===== src/hw/atc_pkg.sv =====
package atc_pkg;

	// ##############################
	// Sizing

	localparam int message_width = 8;
	localparam int plane_id_width = 4;
	localparam int plane_count = 16;
	localparam int runway_count = 2;
	localparam int request_queue_depth = 4;
	localparam int plane_queue_depth = 8;
	localparam int reply_queue_depth = 4;

	// ##############################
	// Message format

	typedef logic [plane_id_width-1:0] plane_id_t;

	typedef struct packed {
		plane_id_t plane;
		logic [2:0] kind; // Request type on the way in, reply type on the way out.
		logic flag;
	} message_t;

	typedef enum logic [2:0] {
		msg_request = 3'b000,
		msg_done = 3'b001,
		msg_id_request = 3'b111
	} msg_type_e;

	typedef enum logic [2:0] {
		reply_clear = 3'b011,
		reply_hold = 3'b100,
		reply_say_again = 3'b101,
		reply_divert = 3'b110,
		reply_id = 3'b111
	} reply_kind_e;

	localparam logic action_takeoff = 1'b0;
	localparam logic action_landing = 1'b1;

	typedef enum logic [2:0] {
		seq_idle,
		seq_decode,
		seq_reply,
		seq_schedule,
		seq_clear_takeoff,
		seq_clear_landing,
		seq_send_clear
	} seq_state_e;

endpackage


===== src/hw/flight_request_sequencer.sv =====
module flight_request_sequencer (
	input logic clock,
	input logic reset,
	input atc_pkg::message_t request,
	input logic request_empty,
	output logic request_read,
	input logic takeoff_empty,
	input logic takeoff_full,
	input atc_pkg::plane_id_t takeoff_head,
	output logic takeoff_push,
	output logic takeoff_pop,
	input logic landing_empty,
	input logic landing_full,
	input atc_pkg::plane_id_t landing_head,
	output logic landing_push,
	output logic landing_pop,
	input logic query_taken,
	input logic exhausted,
	input atc_pkg::plane_id_t free_id,
	output logic take,
	output logic release_plane,
	output atc_pkg::plane_id_t release_id,
	input logic [atc_pkg::runway_count-1:0] runway_active,
	output logic lock,
	output logic unlock,
	output atc_pkg::plane_id_t lock_id,
	output logic [$clog2(atc_pkg::runway_count)-1:0] runway_select,
	input logic reply_full,
	output logic reply_load,
	output atc_pkg::reply_kind_e reply_kind,
	output atc_pkg::plane_id_t reply_plane,
	output logic reply_flag,
	output logic reply_push
);
	import atc_pkg::*;

	seq_state_e state;
	seq_state_e next_state;
	logic takeoff_first;
	logic toggle_fairness;
	logic can_schedule;
	logic pick_takeoff;
	logic queue_full;
	logic [$clog2(runway_count)-1:0] free_runway;

	assign can_schedule = !(&runway_active) && !(takeoff_empty && landing_empty);
	assign pick_takeoff = !takeoff_empty && (landing_empty || takeoff_first);
	assign queue_full = (request.flag == action_takeoff) ? takeoff_full : landing_full;
	assign release_id = request.plane;
	assign lock_id = (state == seq_clear_takeoff) ? takeoff_head : landing_head;

	always_comb begin
		free_runway = '0;
		for (int i = runway_count - 1; i >= 0; i--) begin
			if (!runway_active[i])
				free_runway = i[$bits(free_runway)-1:0];
		end
	end

	// ##############################
	// Decode and schedule

	always_comb begin
		next_state = state;
		request_read = 1'b0;
		takeoff_push = 1'b0;
		takeoff_pop = 1'b0;
		landing_push = 1'b0;
		landing_pop = 1'b0;
		take = 1'b0;
		release_plane = 1'b0;
		lock = 1'b0;
		unlock = 1'b0;
		runway_select = free_runway;
		reply_load = 1'b0;
		reply_kind = reply_hold;
		reply_plane = request.plane;
		reply_flag = 1'b0;
		reply_push = 1'b0;
		toggle_fairness = 1'b0;
		case (state)
			seq_idle: begin
				if (!request_empty)
					next_state = seq_decode;
				else if (can_schedule)
					next_state = seq_schedule;
			end
			seq_decode: begin
				request_read = 1'b1;
				next_state = seq_schedule; // Unless a reply is owed.
				case (request.kind)
					msg_id_request: begin
						reply_load = 1'b1;
						reply_kind = reply_id;
						next_state = seq_reply;
						if (exhausted) begin
							reply_plane = '0;
							reply_flag = 1'b1;
						end else begin
							take = 1'b1;
							reply_plane = free_id;
						end
					end
					msg_request: begin
						if (query_taken) begin
							reply_load = 1'b1;
							next_state = seq_reply;
							if (queue_full) begin
								reply_kind = reply_divert;
								release_plane = 1'b1;
							end else begin
								takeoff_push = request.flag == action_takeoff;
								landing_push = request.flag == action_landing;
							end
						end
					end
					msg_done: begin
						if (query_taken) begin
							unlock = 1'b1;
							release_plane = 1'b1;
							runway_select = request.flag;
						end
					end
					default: begin
						reply_load = 1'b1;
						reply_kind = reply_say_again;
						next_state = seq_reply;
					end
				endcase
			end
			seq_reply: begin
				if (!reply_full) begin
					reply_push = 1'b1;
					next_state = seq_schedule;
				end
			end
			seq_schedule: begin
				if (can_schedule) begin
					next_state = pick_takeoff ? seq_clear_takeoff : seq_clear_landing;
					toggle_fairness = !takeoff_empty && !landing_empty;
				end else begin
					next_state = seq_idle;
				end
			end
			seq_clear_takeoff, seq_clear_landing: begin
				lock = 1'b1;
				takeoff_pop = state == seq_clear_takeoff;
				landing_pop = state == seq_clear_landing;
				reply_load = 1'b1;
				reply_kind = reply_clear;
				reply_plane = lock_id;
				reply_flag = free_runway[0]; // Runway number rides in the flag.
				next_state = seq_send_clear;
			end
			seq_send_clear: begin
				if (!reply_full) begin
					reply_push = 1'b1;
					next_state = seq_idle;
				end
			end
			default: next_state = seq_idle;
		endcase
	end

	always_ff @(posedge clock) begin
		if (reset) begin
			state <= seq_idle;
			takeoff_first <= 1'b1;
		end else begin
			state <= next_state;
			if (toggle_fairness)
				takeoff_first <= !takeoff_first;
		end
	end

	lock_unlock_exclusive: assert property (@(posedge clock) disable iff (reset) !(lock && unlock))
		else $error("lock and unlock in the same cycle");

endmodule


===== src/hw/id_allocator.sv =====
module id_allocator (
	input logic clock,
	input logic reset,
	input logic take,
	input logic release_plane,
	input atc_pkg::plane_id_t release_id,
	input atc_pkg::plane_id_t query_id,
	output atc_pkg::plane_id_t free_id,
	output logic query_taken,
	output logic exhausted
);
	import atc_pkg::*;

	logic [plane_count-1:0] taken;

	// Walk down so the lowest free ID is the one left standing.
	always_comb begin
		free_id = '0;
		for (int i = plane_count - 1; i >= 0; i--) begin
			if (!taken[i])
				free_id = i[plane_id_width-1:0];
		end
	end

	assign query_taken = taken[query_id];
	assign exhausted = &taken;

	always_ff @(posedge clock) begin
		if (reset)
			taken <= '0;
		else if (release_plane)
			taken[release_id] <= 1'b0; // Release has priority over take.
		else if (take && !exhausted)
			taken[free_id] <= 1'b1;
	end

endmodule


===== src/hw/message_fifo.sv =====
module message_fifo #(
	parameter int width = 8,
	parameter int depth = 4
) (
	input logic clock,
	input logic reset,
	input logic [width-1:0] write_data,
	input logic write,
	input logic read,
	output logic [width-1:0] read_data,
	output logic full,
	output logic empty
);
	localparam int pointer_width = $clog2(depth);

	logic [width-1:0] memory [depth];
	logic [pointer_width-1:0] write_pointer;
	logic [pointer_width-1:0] read_pointer;
	logic [pointer_width:0] count;
	logic do_write;
	logic do_read;

	function automatic logic [pointer_width-1:0] advance(input logic [pointer_width-1:0] pointer);
		if (int'(pointer) == depth - 1)
			return '0;
		return pointer + 1'b1;
	endfunction

	assign full = int'(count) == depth;
	assign empty = count == '0;
	assign do_write = write && !full;
	assign do_read = read && !empty;
	assign read_data = memory[read_pointer]; // Head is visible without a read.

	always_ff @(posedge clock) begin
		if (do_write)
			memory[write_pointer] <= write_data;
	end

	always_ff @(posedge clock) begin
		if (reset) begin
			write_pointer <= '0;
			read_pointer <= '0;
			count <= '0;
		end else begin
			if (do_write)
				write_pointer <= advance(write_pointer);
			if (do_read)
				read_pointer <= advance(read_pointer);
			if (do_write && !do_read)
				count <= count + 1'b1;
			else if (do_read && !do_write)
				count <= count - 1'b1;
		end
	end

	no_overflow: assert property (@(posedge clock) disable iff (reset) !(write && full))
		else $error("message_fifo written while full");
	no_underflow: assert property (@(posedge clock) disable iff (reset) !(read && empty))
		else $error("message_fifo read while empty");

endmodule


===== src/hw/reply_encoder.sv =====
module reply_encoder (
	input logic clock,
	input logic reset,
	input logic reply_load,
	input atc_pkg::reply_kind_e reply_kind,
	input atc_pkg::plane_id_t reply_plane,
	input logic reply_flag,
	input logic reply_push,
	input logic reply_ready,
	output logic reply_full,
	output atc_pkg::message_t reply_data,
	output logic reply_valid
);
	import atc_pkg::*;

	message_t reply_byte;
	logic reply_empty;

	// Byte is held here until the sequencer can push it.
	always_ff @(posedge clock) begin
		if (reply_load) begin
			reply_byte.plane <= reply_plane;
			reply_byte.kind <= reply_kind;
			reply_byte.flag <= reply_flag;
		end
	end

	assign reply_valid = !reply_empty;

	message_fifo #(
		.width(message_width),
		.depth(reply_queue_depth)
	) reply_queue (
		.clock(clock),
		.reset(reset),
		.write_data(reply_byte),
		.write(reply_push),
		.read(reply_ready && reply_valid),
		.read_data(reply_data),
		.full(reply_full),
		.empty(reply_empty)
	);

endmodule


===== src/hw/runway_lock.sv =====
module runway_lock (
	input logic clock,
	input logic reset,
	input logic lock,
	input logic unlock,
	input atc_pkg::plane_id_t lock_id,
	input atc_pkg::plane_id_t unlock_id,
	input logic [$clog2(atc_pkg::runway_count)-1:0] runway_select,
	output logic [atc_pkg::runway_count-1:0] runway_active
);
	import atc_pkg::*;

	plane_id_t owner [runway_count];
	logic [runway_count-1:0] busy;

	assign runway_active = busy;

	always_ff @(posedge clock) begin
		if (lock)
			owner[runway_select] <= lock_id;
	end

	always_ff @(posedge clock) begin
		if (reset) begin
			busy <= '0;
		end else if (lock) begin
			busy[runway_select] <= 1'b1;
		end else if (unlock && unlock_id == owner[runway_select]) begin
			busy[runway_select] <= 1'b0; // Only the owner may free a runway.
		end
	end

	// The sequencer must only clear a plane onto a runway it saw as free.
	lock_free_runway: assert property (@(posedge clock) disable iff (reset)
		lock |-> !busy[runway_select])
		else $error("runway locked while busy");

endmodule


===== src/hw/tower_controller.sv =====
module tower_controller (
	input logic clock,
	input logic reset,
	input atc_pkg::message_t request_data,
	input logic request_valid,
	output logic request_ready,
	output atc_pkg::message_t reply_data,
	output logic reply_valid,
	input logic reply_ready,
	output logic [atc_pkg::runway_count-1:0] runway_active
);
	import atc_pkg::*;

	message_t request_head;
	logic request_full, request_empty, request_read;
	logic takeoff_full, takeoff_empty, takeoff_push, takeoff_pop;
	logic landing_full, landing_empty, landing_push, landing_pop;
	plane_id_t takeoff_head, landing_head;
	logic take, release_plane, query_taken, exhausted;
	plane_id_t release_id, free_id, lock_id;
	logic lock, unlock;
	logic [$clog2(runway_count)-1:0] runway_select;
	logic reply_full, reply_load, reply_flag, reply_push;
	reply_kind_e reply_kind;
	plane_id_t reply_plane;

	assign request_ready = !request_full;

	// ##############################
	// Queues

	message_fifo #(.width(message_width), .depth(request_queue_depth)) request_queue (
		.clock(clock), .reset(reset),
		.write_data(request_data), .write(request_valid && request_ready), .read(request_read),
		.read_data(request_head), .full(request_full), .empty(request_empty)
	);

	message_fifo #(.width(plane_id_width), .depth(plane_queue_depth)) takeoff_queue (
		.clock(clock), .reset(reset),
		.write_data(request_head.plane), .write(takeoff_push), .read(takeoff_pop),
		.read_data(takeoff_head), .full(takeoff_full), .empty(takeoff_empty)
	);

	message_fifo #(.width(plane_id_width), .depth(plane_queue_depth)) landing_queue (
		.clock(clock), .reset(reset),
		.write_data(request_head.plane), .write(landing_push), .read(landing_pop),
		.read_data(landing_head), .full(landing_full), .empty(landing_empty)
	);

	// ##############################
	// Control and bookkeeping

	flight_request_sequencer sequencer (.*, .request(request_head));

	id_allocator allocator (.*, .query_id(request_head.plane));

	runway_lock runways (.*, .unlock_id(request_head.plane));

	reply_encoder encoder (.*);

endmodule


===== config.mk =====
export PLATFORM = sky130hd
export DESIGN_NAME = tower_controller
export DESIGN_NICKNAME = d
export VERILOG_FILES = /design/src/hw/atc_pkg.sv /design/src/hw/flight_request_sequencer.sv /design/src/hw/id_allocator.sv /design/src/hw/message_fifo.sv /design/src/hw/reply_encoder.sv /design/src/hw/runway_lock.sv /design/src/hw/tower_controller.sv
export SDC_FILE = /design/constraint.sdc
export NUM_CORES = 1
export LEC_CHECK = 0
export BUFFER_PORTS_ARGS = -buffer_cell sky130_fd_sc_hd__clkbuf_2
export CORE_AREA = 2 2 141 143
export CTS_BUF_LIST = sky130_fd_sc_hd__clkbuf_4 sky130_fd_sc_hd__clkbuf_8 sky130_fd_sc_hd__clkbuf_16
export DETAILED_ROUTE_END_ITERATION = 8
export DIE_AREA = 0 0 143 145
export HOLD_SLACK_MARGIN = 0.12
export PLACE_DENSITY = 0.7
export SLEW_MARGIN = 20
export SYNTH_ARGS = -nofsm -noshare
export SYNTH_HDL_FRONTEND = slang
export SYNTH_HIERARCHICAL = 1
export SYNTH_SLANG_ARGS = --single-unit

===== constraint.sdc =====
create_clock -name clock -period 4.15 [get_ports clock]
set_clock_uncertainty 0.2 [all_clocks]
set_input_delay 0.415 -clock clock [delete_from_list [all_inputs] [get_ports clock]]
set_output_delay 0.415 -clock clock [all_outputs]
set_load 0.05 [all_outputs]

Word level (Yosys, flattened, before mapping)
Memory sizes are Yosys's and may differ from the RTL's. A register that Yosys moved wholly into a read port is not among the register bits. Cells that the tools add are included. W data, S select, Z words.

Add/subtract/negate cells: 16. Magnitude comparators: 6. Equality and inequality tests: 24. Multiplexer cells: 148. Bitwise gates (word level): 7. Reductions and logical operators: 65.

Operator list (count): $mux W4 (23); $mux W1 (73); $mux W3 (22); $mux W16 (2); $mux W2 (15); $logic_and A1 B1 Y1 (27); $logic_not A1 Y1 (20); $add A3 B1 Y3 const B (6); $eq A3 B1 Y1 const B (6); $eq A3 B3 Y1 const B (6); $pmux W3 S6 (1); $and A16 B16 Y16 (1); $not A16 Y16 (1); $or A16 B16 Y16 (1); $reduce_and A16 Y1 (1); $logic_not A3 Y1 (4); $pmux W3 S2 (2); $reduce_bool A2 Y1 (6); $lt A4 B5 Y1 const B (2); $pmux W3 S3 (1); $add A2 B1 Y2 const B (4); $add A4 B1 Y4 const B (2); $demux W1 S4 (2); $eq A2 B1 Y1 const B (4); 23 further kinds (34).

Register bits after elaboration: 64. Memory bits (writable): 136. Input bits: 12. Output and inout bits: 12. Logic and storage cells: 290. Memories: 5.

Memory list: encoder.reply_queue.memory (depth 4, width 8, read ports 1, clocked after memory_dff 1, write ports 1, RTL line message_fifo.sv:16) `logic [width-1:0] memory [depth];`; landing_queue.memory (depth 8, width 4, read ports 1, clocked after memory_dff 1, write ports 1, RTL line message_fifo.sv:16); request_queue.memory (depth 4, width 8, read ports 1, clocked after memory_dff 1, write ports 1, RTL line message_fifo.sv:16); takeoff_queue.memory (depth 8, width 4, read ports 1, clocked after memory_dff 1, write ports 1, RTL line message_fifo.sv:16); runways.owner (depth 2, width 4, read ports 1, clocked after memory_dff 0, write ports 1, RTL line runway_lock.sv:13) `plane_id_t owner [runway_count];`.

Longest topological paths before layout
Gate-level depths: netlist of the first run.

Depth in word-level cells: 23. Depth in mapped cells: 17. Gate-level depth less buffers: 15.

Cells and area by module
The synthesis of the first run kept the hierarchy.

Modules (own cells, without submodules): message_fifo at landing_queue ... (times used 2, cells each 122, area each 1891.8 um2, sequential area each 1221.2 um2); message_fifo at encoder.reply_queue ... (times used 2, cells each 92, area each 1645.3 um2, sequential area each 1141.1 um2); id_allocator (times used 1, cells each 134, area each 1116.1 um2, sequential area each 320.3 um2); flight_request_sequencer (times used 1, cells each 79, area each 581.8 um2, sequential area each 80.1 um2); runway_lock (times used 1, cells each 28, area each 427.9 um2, sequential area each 280.3 um2); reply_encoder (times used 1, cells each 10, area each 250.2 um2, sequential area each 240.2 um2); tower_controller (times used 1, cells each 2, area each 10.0 um2, sequential area each 0.0 um2).

Worst setup path before layout of the first run
OpenSTA, ideal clock, no wires.

Kind: register -> register. From: register with a tool-made name. To: register landing_queue.count[3]. Setup time: 0.121 ns. Arrival time: 4.165 ns. Required time: 3.829 ns. Setup slack: -0.336 ns. Cell stages (with the launch flop): 18. Buffers on the path: 2. Clock period less this slack: 4.486 ns. Cell sequence: dfxtp_1 > buf_2 > mux4_2 > mux4_1 > mux4_2 > nor2b_1 > nand3_1 > nor3b_1 > a21bo_1 > buf_6 > inv_1 > ha_1 > inv_1 > ha_1 > a21oi_1 > a211oi_1 > a31oi_1 > mux2_2.

RTL lines: end signal: assignment (RTL line message_fifo.sv:51) `count <= count + 1'b1;`; end signal: assignment (RTL line message_fifo.sv:53) `count <= count - 1'b1;`; end: declaration (RTL line message_fifo.sv:19) `logic [pointer_width:0] count;`.

==> summary.md, run 1 <==
| Metric | Value |
|---|---|
| Worst-Margin Slew | `0.901 ns` |
| R2r endpoint | `takeoff_queue/count[3]` |
| Worst reg2reg setup slack | `0.11 ns` |
| Starting Density | `49.3%` |
| Hold/Removal Path Class | `primary input to flip-flop` |
| Compound-Gate Fraction of Synth Area | `8.07%` |
| Ant diodes | `0` |
| Post-Synth XOR/XNOR Area | `1.20%` |
| Routed vias | `5638` |
| Antenna violations before repair | `0` |
| Vias in the first global route | `5685` |
| Die Width | `143 µm` |
| Final Slew Violations | `0` |
| Die Span Y | `145 µm` |
| Clock root buffer | `clkbuf_16` |
| Combinational family with the most area after synthesis | `multiplexers` |
| Fmax | `248 MHz` |
| Clk Latency, worst-skew pair | `0.50 ns` |
| Setup_tns | `0 ns` |
| Final hold vios | `0` |
| Input/output buffers | `23` |
| Period utilization | `97.3%` |
| Slew HR | `40.0%` |
| Nets | `762` |
| Post-route worst setup slack | `0.110 ns` |
| CP max FO | `5` |
| CP Launch Type | `flip-flop` |
| Seq/Total Area, Yosys | `59.7%` |
| HP Start | `request_valid` |
| Fin area | `0.0108 mm²` |
| P per Cell Area | `528 mW/mm²` |
| Remaining antenna violation count | `0` |
| Layout cells sized above 1 | `25.5%` |
| Max Cap Viol | `0` |
| First-pass GRT wire length | `29.5 mm` |
| Placement Setup Slack | `0.00863 ns` |
| Clock slew at reported path FFs | `0.06 ns` |
| CTS tree | `done` |
| WS Path Type | `flip-flop to flip-flop` |
| H-tree depth | `1` |
| Fin util | `56.0%` |
| Wire per inst | `18.1 µm` |
| Initial DRT Pass Iterations | `5` |
| GRT Overall Usage | `17.8%` |
| Post-synth ARST share | `0%` |
| Worst Reg-to-Reg Cells | `15` |
| Total gr overflow | `0` |
| Post-synthesis instance area | `0.00946 mm²` |
| Placed cells | `952` |
| Yosys reg bits | `210` |
| Io pins | `24` |
| First DRT Iteration DRCs | `262` |
| Hold Path End | `request_queue/write_pointer[1]` |
| Mapped Cells | `681` |
| Simple-gate area share of the yosys netlist | `11.1%` |
| P&R area growth vs syn | `13.8%` |
| EDFF count, synth | `144` |
| CTS max path bufs | `3` |
| Post-synthesis mux area share | `12.4%` |
| Core area | `0.0192 mm²` |
| Drc violations | `0` |
| Post-Synth Adder-Cell Area | `4.29%` |
| Mapped Nets | `723` |
| Status | `completed` |
| Routability cong. | `0.905` |
| Ys flop type | `edfxtp_1` |
| DR vias/cell | `5.63` |
| Synth warn | `6` |
| Final setup viols | `0` |
| LEAKAGE | `3.71 nW` |
| Critical path arrival | `4.22 ns` |
| Crit path time final | `4.04 ns` |
| Peak supply drop | `0.408 mV` |
| Clk sinks | `210` |
| Setup crit end kind | `flip-flop` |
| Mapped Avg Cell Area | `13.9 µm²` |
| WHS Path Cells | `4` |
| Routed Wire Length | `18.1 mm` |
| Final Non-Filler Cells | `1001` |
| Req. time, crit path | `4.33 ns` |
| CTS buffer count | `22` |
| Placed inst area | `0.00986 mm²` |
| Largest net degree at the start of global routing | `38` |
| Num rows | `51` |
| Full die area | `0.0207 mm²` |
| Hpwl dp | `12.3 mm` |
| Post-synth cell types | `67` |
synthesized netlist by cell type, drive strengths merged, types with 18 or more instances:
master / number / area, µm²
edfxtp: 144 / 4320
buf: 18 / 134
o21ai: 21 / 105
ha: 26 / 325
mux4: 37 / 837
a21oi: 34 / 181
nor3: 27 / 150
nand2: 33 / 126
nor2: 60 / 238
dfxtp: 66 / 1320
inv: 23 / 86.3
worst max-delay path, cell delays in order, from the launching register on:
cell	delay, ns
dfxtp_4	0.36
mux4_2	0.60
mux4_2	0.48
mux4_2	0.50
nor2b_4	0.16
nand3_2	0.09
nor3_1	0.05
a21bo_1	0.20
inv_2	0.07
ha_4	0.17
inv_4	0.08
ha_4	0.22
a21oi_4	0.13
a211oi_1	0.08
a31oi_1	0.18
mux2_2	0.36
final cells by class:
class / count / area (µm²)
fill: 1502 / 8450
clock buffer: 32 / 692
clock inverter: 8 / 95.1
timing repair buffer: 45 / 300
multi-input combinational: 416 / 3580
inverter: 25 / 109
sequential: 210 / 5650
tap: 265 / 332
cells by family after synthesis:
| kind of cell | Yosys count |
|---|---|
| compound gates | 105 |
| xor+xnor | 13 |
| fa+ha+maj | 30 |
| buf+inv | 55 |
| flops | 210 |
| mux | 69 |
| simple gates | 199 |
worst max path at each step:
| stage | end | cells past startpoint | slack (ns) | startpoint |
|---|---|---|---|---|
| 5_1_grt | landing_queue/count[3] | 15 | -0.001 | flip-flop |
| 6_report | takeoff_queue/count[3] | 15 | 0.11 | flip-flop |
| 3_5_place_dp | landing_queue/count[3] | 15 | 0.009 | flip-flop |
| 4_1_cts | landing_queue/count[3] | 15 | 0.05 | flip-flop |
| 3_3_place_gp | landing_queue/count[3] | 15 | 0.12 | flip-flop |
| 2_1_floorplan | landing_queue/count[3] | 17 | -0.007 | flip-flop |
registers in the layout (all words and copies together) (netlist names), 4 cells and up, named ones only:
name and flops:
encoder/reply_queue/memory 32, landing_queue/memory 32, request_queue/memory 32, takeoff_queue/memory 32, allocator/taken 16, encoder/reply_byte 8
runways/owner 8, landing_queue/count 4, takeoff_queue/count 4
cell usage in the layout (no fill, tap or decap), types with 7 or more instances in the layout:
| cell type | count |
|---|---|
| nor2b_1 | 10 |
| nand3_1 | 10 |
| o21ai_0 | 18 |
| nand2_1 | 32 |
| mux2i_1 | 16 |
| dfxtp_1 | 65 |
| edfxtp_1 | 144 |
| clkbuf_2 | 23 |
| a21oi_1 | 29 |
| ha_1 | 22 |
| dlygate4sd3_1 | 8 |
| clkbuf_16 | 24 |
| a211oi_1 | 12 |
| xor2_1 | 7 |
| inv_1 | 17 |
| nor3_1 | 24 |
| nand2b_1 | 11 |
| buf_4 | 14 |
| mux4_2 | 37 |
| mux2_2 | 16 |
| nor2_1 | 55 |
| and3_2 | 9 |
power breakdown:
part | total, W | leakage [nW] | internal (W) | switching (W)
Sequential | 0.00258 | 1.83 | 0.00248 | 0.000103
Combinational | 0.00104 | 1.48 | 0.000362 | 0.000680
Clock | 0.00206 | 0.397 | 0.00129 | 0.000775
repair_timing:
item                                    CTS  global route
hold endpoints to repair                 32             0
setup buffers                             0             1
endpoints found under the setup margin    1             2
pin swaps                                 0             2
gates resized for setup                   1             5
hold buffers                              8             0
per-layer routing:
metal | vias up | GRT usage, % | routed length (µm)
met5 | - | 0 | 0
met4 | 0 | 5.79 | 504
met3 | 39 | 2.94 | 814
met2 | 166 | 29.4 | 8890
met1 | 2762 | 24.0 | 7910
li1 | 2671 | - | -
per-stage QoR:
| step | hold slack (ns) | power (W) |
|---|---|---|
| CTS | 0.165 | 0.00574 |
| floorplan | 0.259 | 0.00339 |
| detailed placement | 0.295 | 0.00366 |
| global route | 0.201 | 0.00593 |
| global placement | 0.273 | 0.00360 |
| finish | 0.178 | 0.00569 |
Power figures use the tool's default switching activity.
==> inputs of run 2 (changes only) <==
CORE_AREA = 2 2 135 137   (was 2 2 141 143)
DIE_AREA = 0 0 137 139   (was 0 0 143 145)
PLACE_DENSITY = 0.75   (was 0.7)
==> run 2 against run 1 <==
  * Register-to-register slack about the same
  * Critical path depth stayed put
  * Sequential power about the same
  * Design area rose by 0.26%
  * Flip-flop and latch count is the same
  * Via count increased by 0.55%
  * Setup slack lost 0.010 ns
  * Clock power up 3%
  * Utilization grew 5.1 points
  * First-iteration DRC count up 3.8%
  * Hold slack better by 0.0040 ns
  * Final cell count fell by 3.0%
  * Largest power group unchanged
==> summary.md, run 2 (synthesis gave the netlist of run 1 again) <==
| Metric | Value |
|---|---|
| Io pins | `24 (unchanged)` |
| WS Path Type | `flip-flop to flip-flop` |
| Nets | `767 (+0.66%)` |
| Req. time, crit path | `4.33 ns (about the same)` |
| Num rows | `49 (-3.9%)` |
| Period utilization | `97.6% (+0.25 points)` |
| Clk Latency, worst-skew pair | `0.50 ns (about the same)` |
| Peak supply drop | `0.383 mV (-6.2%)` |
| Largest net degree at the start of global routing | `36 (-5.3%)` |
| Hpwl dp | `12.7 mm (+3.4%)` |
| Max Cap Viol | `0 (unchanged)` |
| Most frequent cells in the layout | `144 x edfxtp_1, 65 x dfxtp_1, 55 x nor2_1, 37 x mux4_2, 32 x nand2_1` |
| Placed inst area | `0.00984 mm² (-0.23%)` |
| Critical path arrival | `4.23 ns (about the same)` |
| Fillers | `1258 (-16%)` |
| Routability cong. | `0.927 (+2.4%)` |
| CP Launch Type | `flip-flop` |
| Total gr overflow | `0 (unchanged)` |
| Core area | `0.0177 mm² (-8.1%)` |
| CP max FO | `6 (+1)` |
| Die Span Y | `139 µm (-4.1%)` |
| Drc violations | `0 (unchanged)` |
| Clk sinks | `210 (unchanged)` |
| Placement Setup Slack | `0.0425 ns (+0.0339 ns)` |
| Layout cells sized above 1 | `26.7% (+1.1 points)` |
| P&R area growth vs syn | `14.0%` |
| Wire per inst | `18.8 µm (+4.0%)` |
| Clock slew at reported path FFs | `0.06 ns (about the same)` |
| Clock root buffer | `clkbuf_16` |
| Input/output buffers | `23 (unchanged)` |
| Crit path time final | `4.05 ns (+0.0105 ns)` |
| First-pass GRT wire length | `29.1 mm (-1.2%)` |
| Antenna violations before repair | `0 (unchanged)` |
| Hold/Removal Path Class | `primary input to flip-flop` |
| Initial DRT Pass Iterations | `4 (-1)` |
| DR vias/cell | `5.84 (+3.7%)` |
| Routed vias | `5669 (+0.55%)` |
| Ant diodes | `0 (unchanged)` |
| Worst-Margin Slew | `0.992 ns (+0.0918 ns)` |
| Routed Wire Length | `18.3 mm (+0.92%)` |
| GRT Overall Usage | `19.3% (+1.6 points)` |
| RSZ-0062 raised after global routing | `false` |
| HP Start | `request_valid` |
| Final setup viols | `0 (unchanged)` |
| Setup_tns | `0 ns (unchanged)` |
| Full die area | `0.0190 mm² (-8.2%)` |
| LEAKAGE | `3.74 nW (+0.83%)` |
| Setup crit end kind | `flip-flop` |
| Final Slew Violations | `0 (unchanged)` |
| Slew HR | `33.1% (-6.8 points)` |
| H-tree depth | `1 (unchanged)` |
| Die Width | `137 µm (-4.2%)` |
| CTS buffer count | `23 (+4.5%)` |
| Remaining antenna violation count | `0 (unchanged)` |
| Status | `completed` |
| Final hold vios | `0 (unchanged)` |
| First DRT Iteration DRCs | `272 (+3.8%)` |
| Vias in the first global route | `5768 (+1.5%)` |
| Fin area | `0.0108 mm² (+0.26%)` |
| Post-route worst setup slack | `0.0997 ns (-0.0105 ns)` |
| WHS | `0.182 ns (+0.00399 ns)` |
| Starting Density | `53.6% (+4.3 points)` |
| CTS tree | `done` |
| Commonest non-fill, non-tap cell in the layout | `edfxtp_1` |
| CTS max path bufs | `3 (unchanged)` |
| P per Cell Area | `534 mW/mm² (+1.0%)` |
| Fmax | `247 MHz (-0.26%)` |
-- run 2: cell count changes in the layout (fill, tap and decap cells not counted), sizes merged --
| cell | delta |
|---|---|
| clkinv | +1 |
| bufinv | +1 |
| buf | +4 |
-- run 2: layout make-up --
cell class              count  area (µm²)  share of cell area (%)
clock buffers              32         679                    6.30
well taps                 229         287                    2.66
inverters                  25         109                    1.01
clock inverters            10         135                    1.25
flip-flops and latches    210        5650                    52.4
multi-input cells         416        3600                    33.4
repair buffers             49         330                    3.06
-- run 2: per-stage QoR --
step / total power (W) / cells / utilization (%)
final: 0.00576 / 971 / 61.1
after global routing: 0.00599 / 971 / 61.1
after CTS: 0.00579 / 969 / 60.8
after detailed placement: 0.00367 / 919 / 55.7
after global placement: 0.00362 / 919 / 55.7
after floorplan: 0.00339 / 681 / -
-- run 2: what timing repair did --
item                                   4_1_cts  5_1_grt
resized for setup                            0       10
hold buffers                                 8        0
buffers inserted                             0        2
endpoints found under the hold margin       32        0
setup endpoints to repair                    0        2
-- run 2: critical path, stage by stage (launching register included) --
cell and delay (ns):
dfxtp_4 0.36, mux4_2 0.61, mux4_2 0.46, mux4_2 0.50, nor2b_4 0.16, nand3_2 0.09, nor3_1 0.06, a21bo_2 0.21
inv_2 0.06, ha_4 0.17, inv_4 0.06, ha_4 0.21, a21oi_2 0.14, a211oi_1 0.08, a31oi_1 0.19, mux2_2 0.36
-- run 2: final timing paths --
path,endpoint,slack [ns],depth (start not counted)
max,takeoff_queue/count[3],0.1,15
min reg2reg,flip-flop,0.29,2
min,request_queue/write_pointer[1],0.18,4
max reg2reg,takeoff_queue/count[3],0.1,15
-- run 2: routing by layer --
| metal | vias up | GRT usage (%) | part of all wire [%] |
|---|---|---|---|
| met5 | - | 0 | 0 |
| met4 | 0 | 6.08 | 2.8 |
| met3 | 47 | 2.81 | 4.4 |
| met2 | 147 | 33.1 | 50 |
| met1 | 2799 | 25.4 | 42 |
| li1 | 2676 | - | - |
-- run 2: where the power goes --
part / internal, W / switching [W] / leakage (nW) / total [W]
Sequential: 0.00248 / 0.000103 / 1.83 / 0.00259
Combinational: 0.000369 / 0.000690 / 1.50 / 0.00106
Clock: 0.00133 / 0.000782 / 0.409 / 0.00212
==> inputs of run 3 (changes only) <==
CTS_BUF_LIST = sky130_fd_sc_hd__clkbuf_16   (was sky130_fd_sc_hd__clkbuf_4 sky130_fd_sc_hd__clkbuf_8 sky130_fd_sc_hd__clkbuf_16)
==> run 3 against run 2 <==
  * Combinational power is essentially flat
  * Setup slack gained 0.0082 ns
  * Critical path depth is the same
  * Final cell count is the same
  * Via count shrank 0.14%
  * Clock power shrank 5%
  * Die area is the same
  * First-iteration DRC count shrank 9.6%
  * Design area shrank 0.45%
  * Register-to-register slack is essentially flat
  * Utilization shrank 0.28 points
  * Critical endpoint unchanged
==> summary.md, run 3 (synthesis gave the netlist of run 1 again) <==
| Metric | Value |
|---|---|
| Total gr overflow | `0 (unchanged)` |
| Crit-path most repeated cell | `mux4_2` |
| Fillers | `1261 (+0.24%)` |
| RSZ-0062 raised after global routing | `false` |
| LEAKAGE | `3.72 nW (-0.35%)` |
| Total power | `0.00566 W (-1.8%)` |
| CP Launch Type | `flip-flop` |
| GRT Overall Usage | `19.3% (about the same)` |
| Final hold vios | `0 (unchanged)` |
| Input/output buffers | `23 (unchanged)` |
| H-tree depth | `1 (unchanged)` |
| Setup crit end kind | `flip-flop` |
| Ant diodes | `0 (unchanged)` |
| Nets | `767 (unchanged)` |
| P per Cell Area | `527 mW/mm² (-1.3%)` |
| Routed vias | `5661 (-0.14%)` |
| Clock slew at reported path FFs | `0.06 ns (about the same)` |
| CTS buffer count | `23 (unchanged)` |
| Fmax | `247 MHz (+0.20%)` |
| Storage cell area | `0.00565 mm² (unchanged)` |
| CTS tree | `done` |
| Routed Wire Length | `18.3 mm (about the same)` |
| Vias in the first global route | `5775 (+0.12%)` |
| Final Slew Violations | `0 (unchanged)` |
| Full die area | `0.0190 mm² (unchanged)` |
| Worst-Margin Slew | `0.992 ns (-0.0000139 ns)` |
| Hold/Removal Path Class | `primary input to flip-flop` |
| First DRT Iteration DRCs | `246 (-9.6%)` |
| Initial DRT Pass Iterations | `4 (unchanged)` |
| Die Span Y | `139 µm (unchanged)` |
| Layout cells sized above 1 | `25.6% (-1.1 points)` |
| DR vias/cell | `5.83 (-0.14%)` |
| Critical path arrival | `4.22 ns (about the same)` |
| CTS max path bufs | `3 (unchanged)` |
| Period utilization | `97.4% (-0.20 points)` |
| Io pins | `24 (unchanged)` |
| Slowest CP cell | `mux4_2` |
| First-pass GRT wire length | `29.1 mm (about the same)` |
| Hpwl dp | `12.7 mm (unchanged)` |
| Multi-input logic area | `0.00360 mm² (unchanged)` |
| Starting Density | `53.6% (unchanged)` |
| Clk sinks | `210 (unchanged)` |
| Placement Setup Slack | `0.0425 ns (unchanged)` |
| Antenna violations before repair | `0 (unchanged)` |
| CP Cell Sequence | `mux4_2 > mux4_2 > mux4_2 > nor2b_4 > nand3_2 > nor3_1 > a21bo_2 > inv_2 > ha_4 > inv_4 > ha_4 > a21oi_2 > a211oi_1 > a31oi_1 > mux2_2` |
| Max incr delay on CP | `0.61 ns (about the same)` |
| Placed inst area | `0.00984 mm² (unchanged)` |
| Drc violations | `0 (unchanged)` |
| Clock root buffer | `clkbuf_16` |
| CP max FO | `6 (unchanged)` |
| Peak supply drop | `0.381 mV (-0.33%)` |
| Routability cong. | `0.927 (unchanged)` |
| Req. time, crit path | `4.33 ns (about the same)` |
| WS Path Type | `flip-flop to flip-flop` |
| Fin area | `0.0107 mm² (-0.45%)` |
| Num rows | `49 (unchanged)` |
| Status | `completed` |
| Most frequent cells in the layout | `144 x edfxtp_1, 65 x dfxtp_1, 55 x nor2_1, 37 x mux4_2, 32 x nand2_1` |
| Die Width | `137 µm (unchanged)` |
| Remaining antenna violation count | `0 (unchanged)` |
| Slew HR | `33.1% (about the same)` |
| Core area | `0.0177 mm² (unchanged)` |
| Setup_tns | `0 ns (unchanged)` |
| Largest net degree at the start of global routing | `36 (unchanged)` |
| Final setup viols | `0 (unchanged)` |
| Post-route worst setup slack | `0.108 ns (+0.00821 ns)` |
| Commonest non-fill, non-tap cell in the layout | `edfxtp_1` |
| Max Cap Viol | `0 (unchanged)` |
| Clk Latency, worst-skew pair | `0.50 ns (about the same)` |
| Crit path time final | `4.04 ns (-0.00821 ns)` |
| P&R area growth vs syn | `13.5%` |
| Wire per inst | `18.8 µm (about the same)` |
[run 3: cell count changes in the layout (fill, tap and decap cells not counted), sizes merged]
cell	previous run	this run
clkbuf	55	47
inv	24	29
clkinv	8	11
[run 3: final timing paths]
kind / start / to / slack (ns) / cells after the start
worst min-delay path: request_valid / request_queue/write_pointer[1] / 0.18 / 4
worst max-delay path: flip-flop / takeoff_queue/count[3] / 0.11 / 15
worst min register to register: encoder/reply_queue/read_pointer[0] / flip-flop / 0.29 / 2
worst max register to register: flip-flop / takeoff_queue/count[3] / 0.11 / 15
[run 3: what timing repair did]
action,CTS,global route
hold buffers,8,0
endpoints found under the setup margin,0,2
setup buffers,0,2
hold endpoints to repair,32,0
gates resized for setup,0,10
[run 3: routing by layer]
layer,GRT usage (%),vias up,part of all wire [%]
met1,25.5,2788,43
li1,-,2680,-
met2,32.9,149,50
met4,6.08,0,2.6
met3,2.81,44,4.3
met5,0,-,0
[run 3: area by class of cell]
| type | instances | share of cell area [%] |
|---|---|---|
| Clock inverter | 18 | 1.54 |
| Clock buffer | 24 | 5.59 |
| Inverter | 25 | 1.01 |
| Sequential cell | 210 | 52.6 |
| Tap cell | 229 | 2.67 |
| Multi-Input combinational cell | 416 | 33.5 |
| Timing Repair Buffer | 49 | 3.08 |
[run 3: power by group]
part	internal, W	total (W)	switching [W]
Sequential	0.00248	0.00259	0.000103
Combinational	0.000369	0.00106	0.000690
Clock	0.00123	0.00201	0.000781
Total	0.00408	0.00566	0.00157
[run 3: critical path: cells and delay by family, from the launching register on]
family | cells | cell delay [ns]
adders and majority gates | 2 | 0.38
AOI/OAI and AO/OA | 4 | 0.62
buffers and inverters | 2 | 0.12
muxes | 4 | 1.93
DFF | 1 | 0.36
and+or+nand+nor | 3 | 0.31
[run 3: metrics by stage]
step | utilization (%) | hold WS (ns) | std cells
2_1_floorplan | - | 0.259 | 681
3_3_place_gp | 55.7 | 0.274 | 919
3_5_place_dp | 55.7 | 0.293 | 919
4_1_cts | 60.5 | 0.180 | 969
5_1_grt | 60.8 | 0.235 | 971
6_report | 60.8 | 0.180 | 971
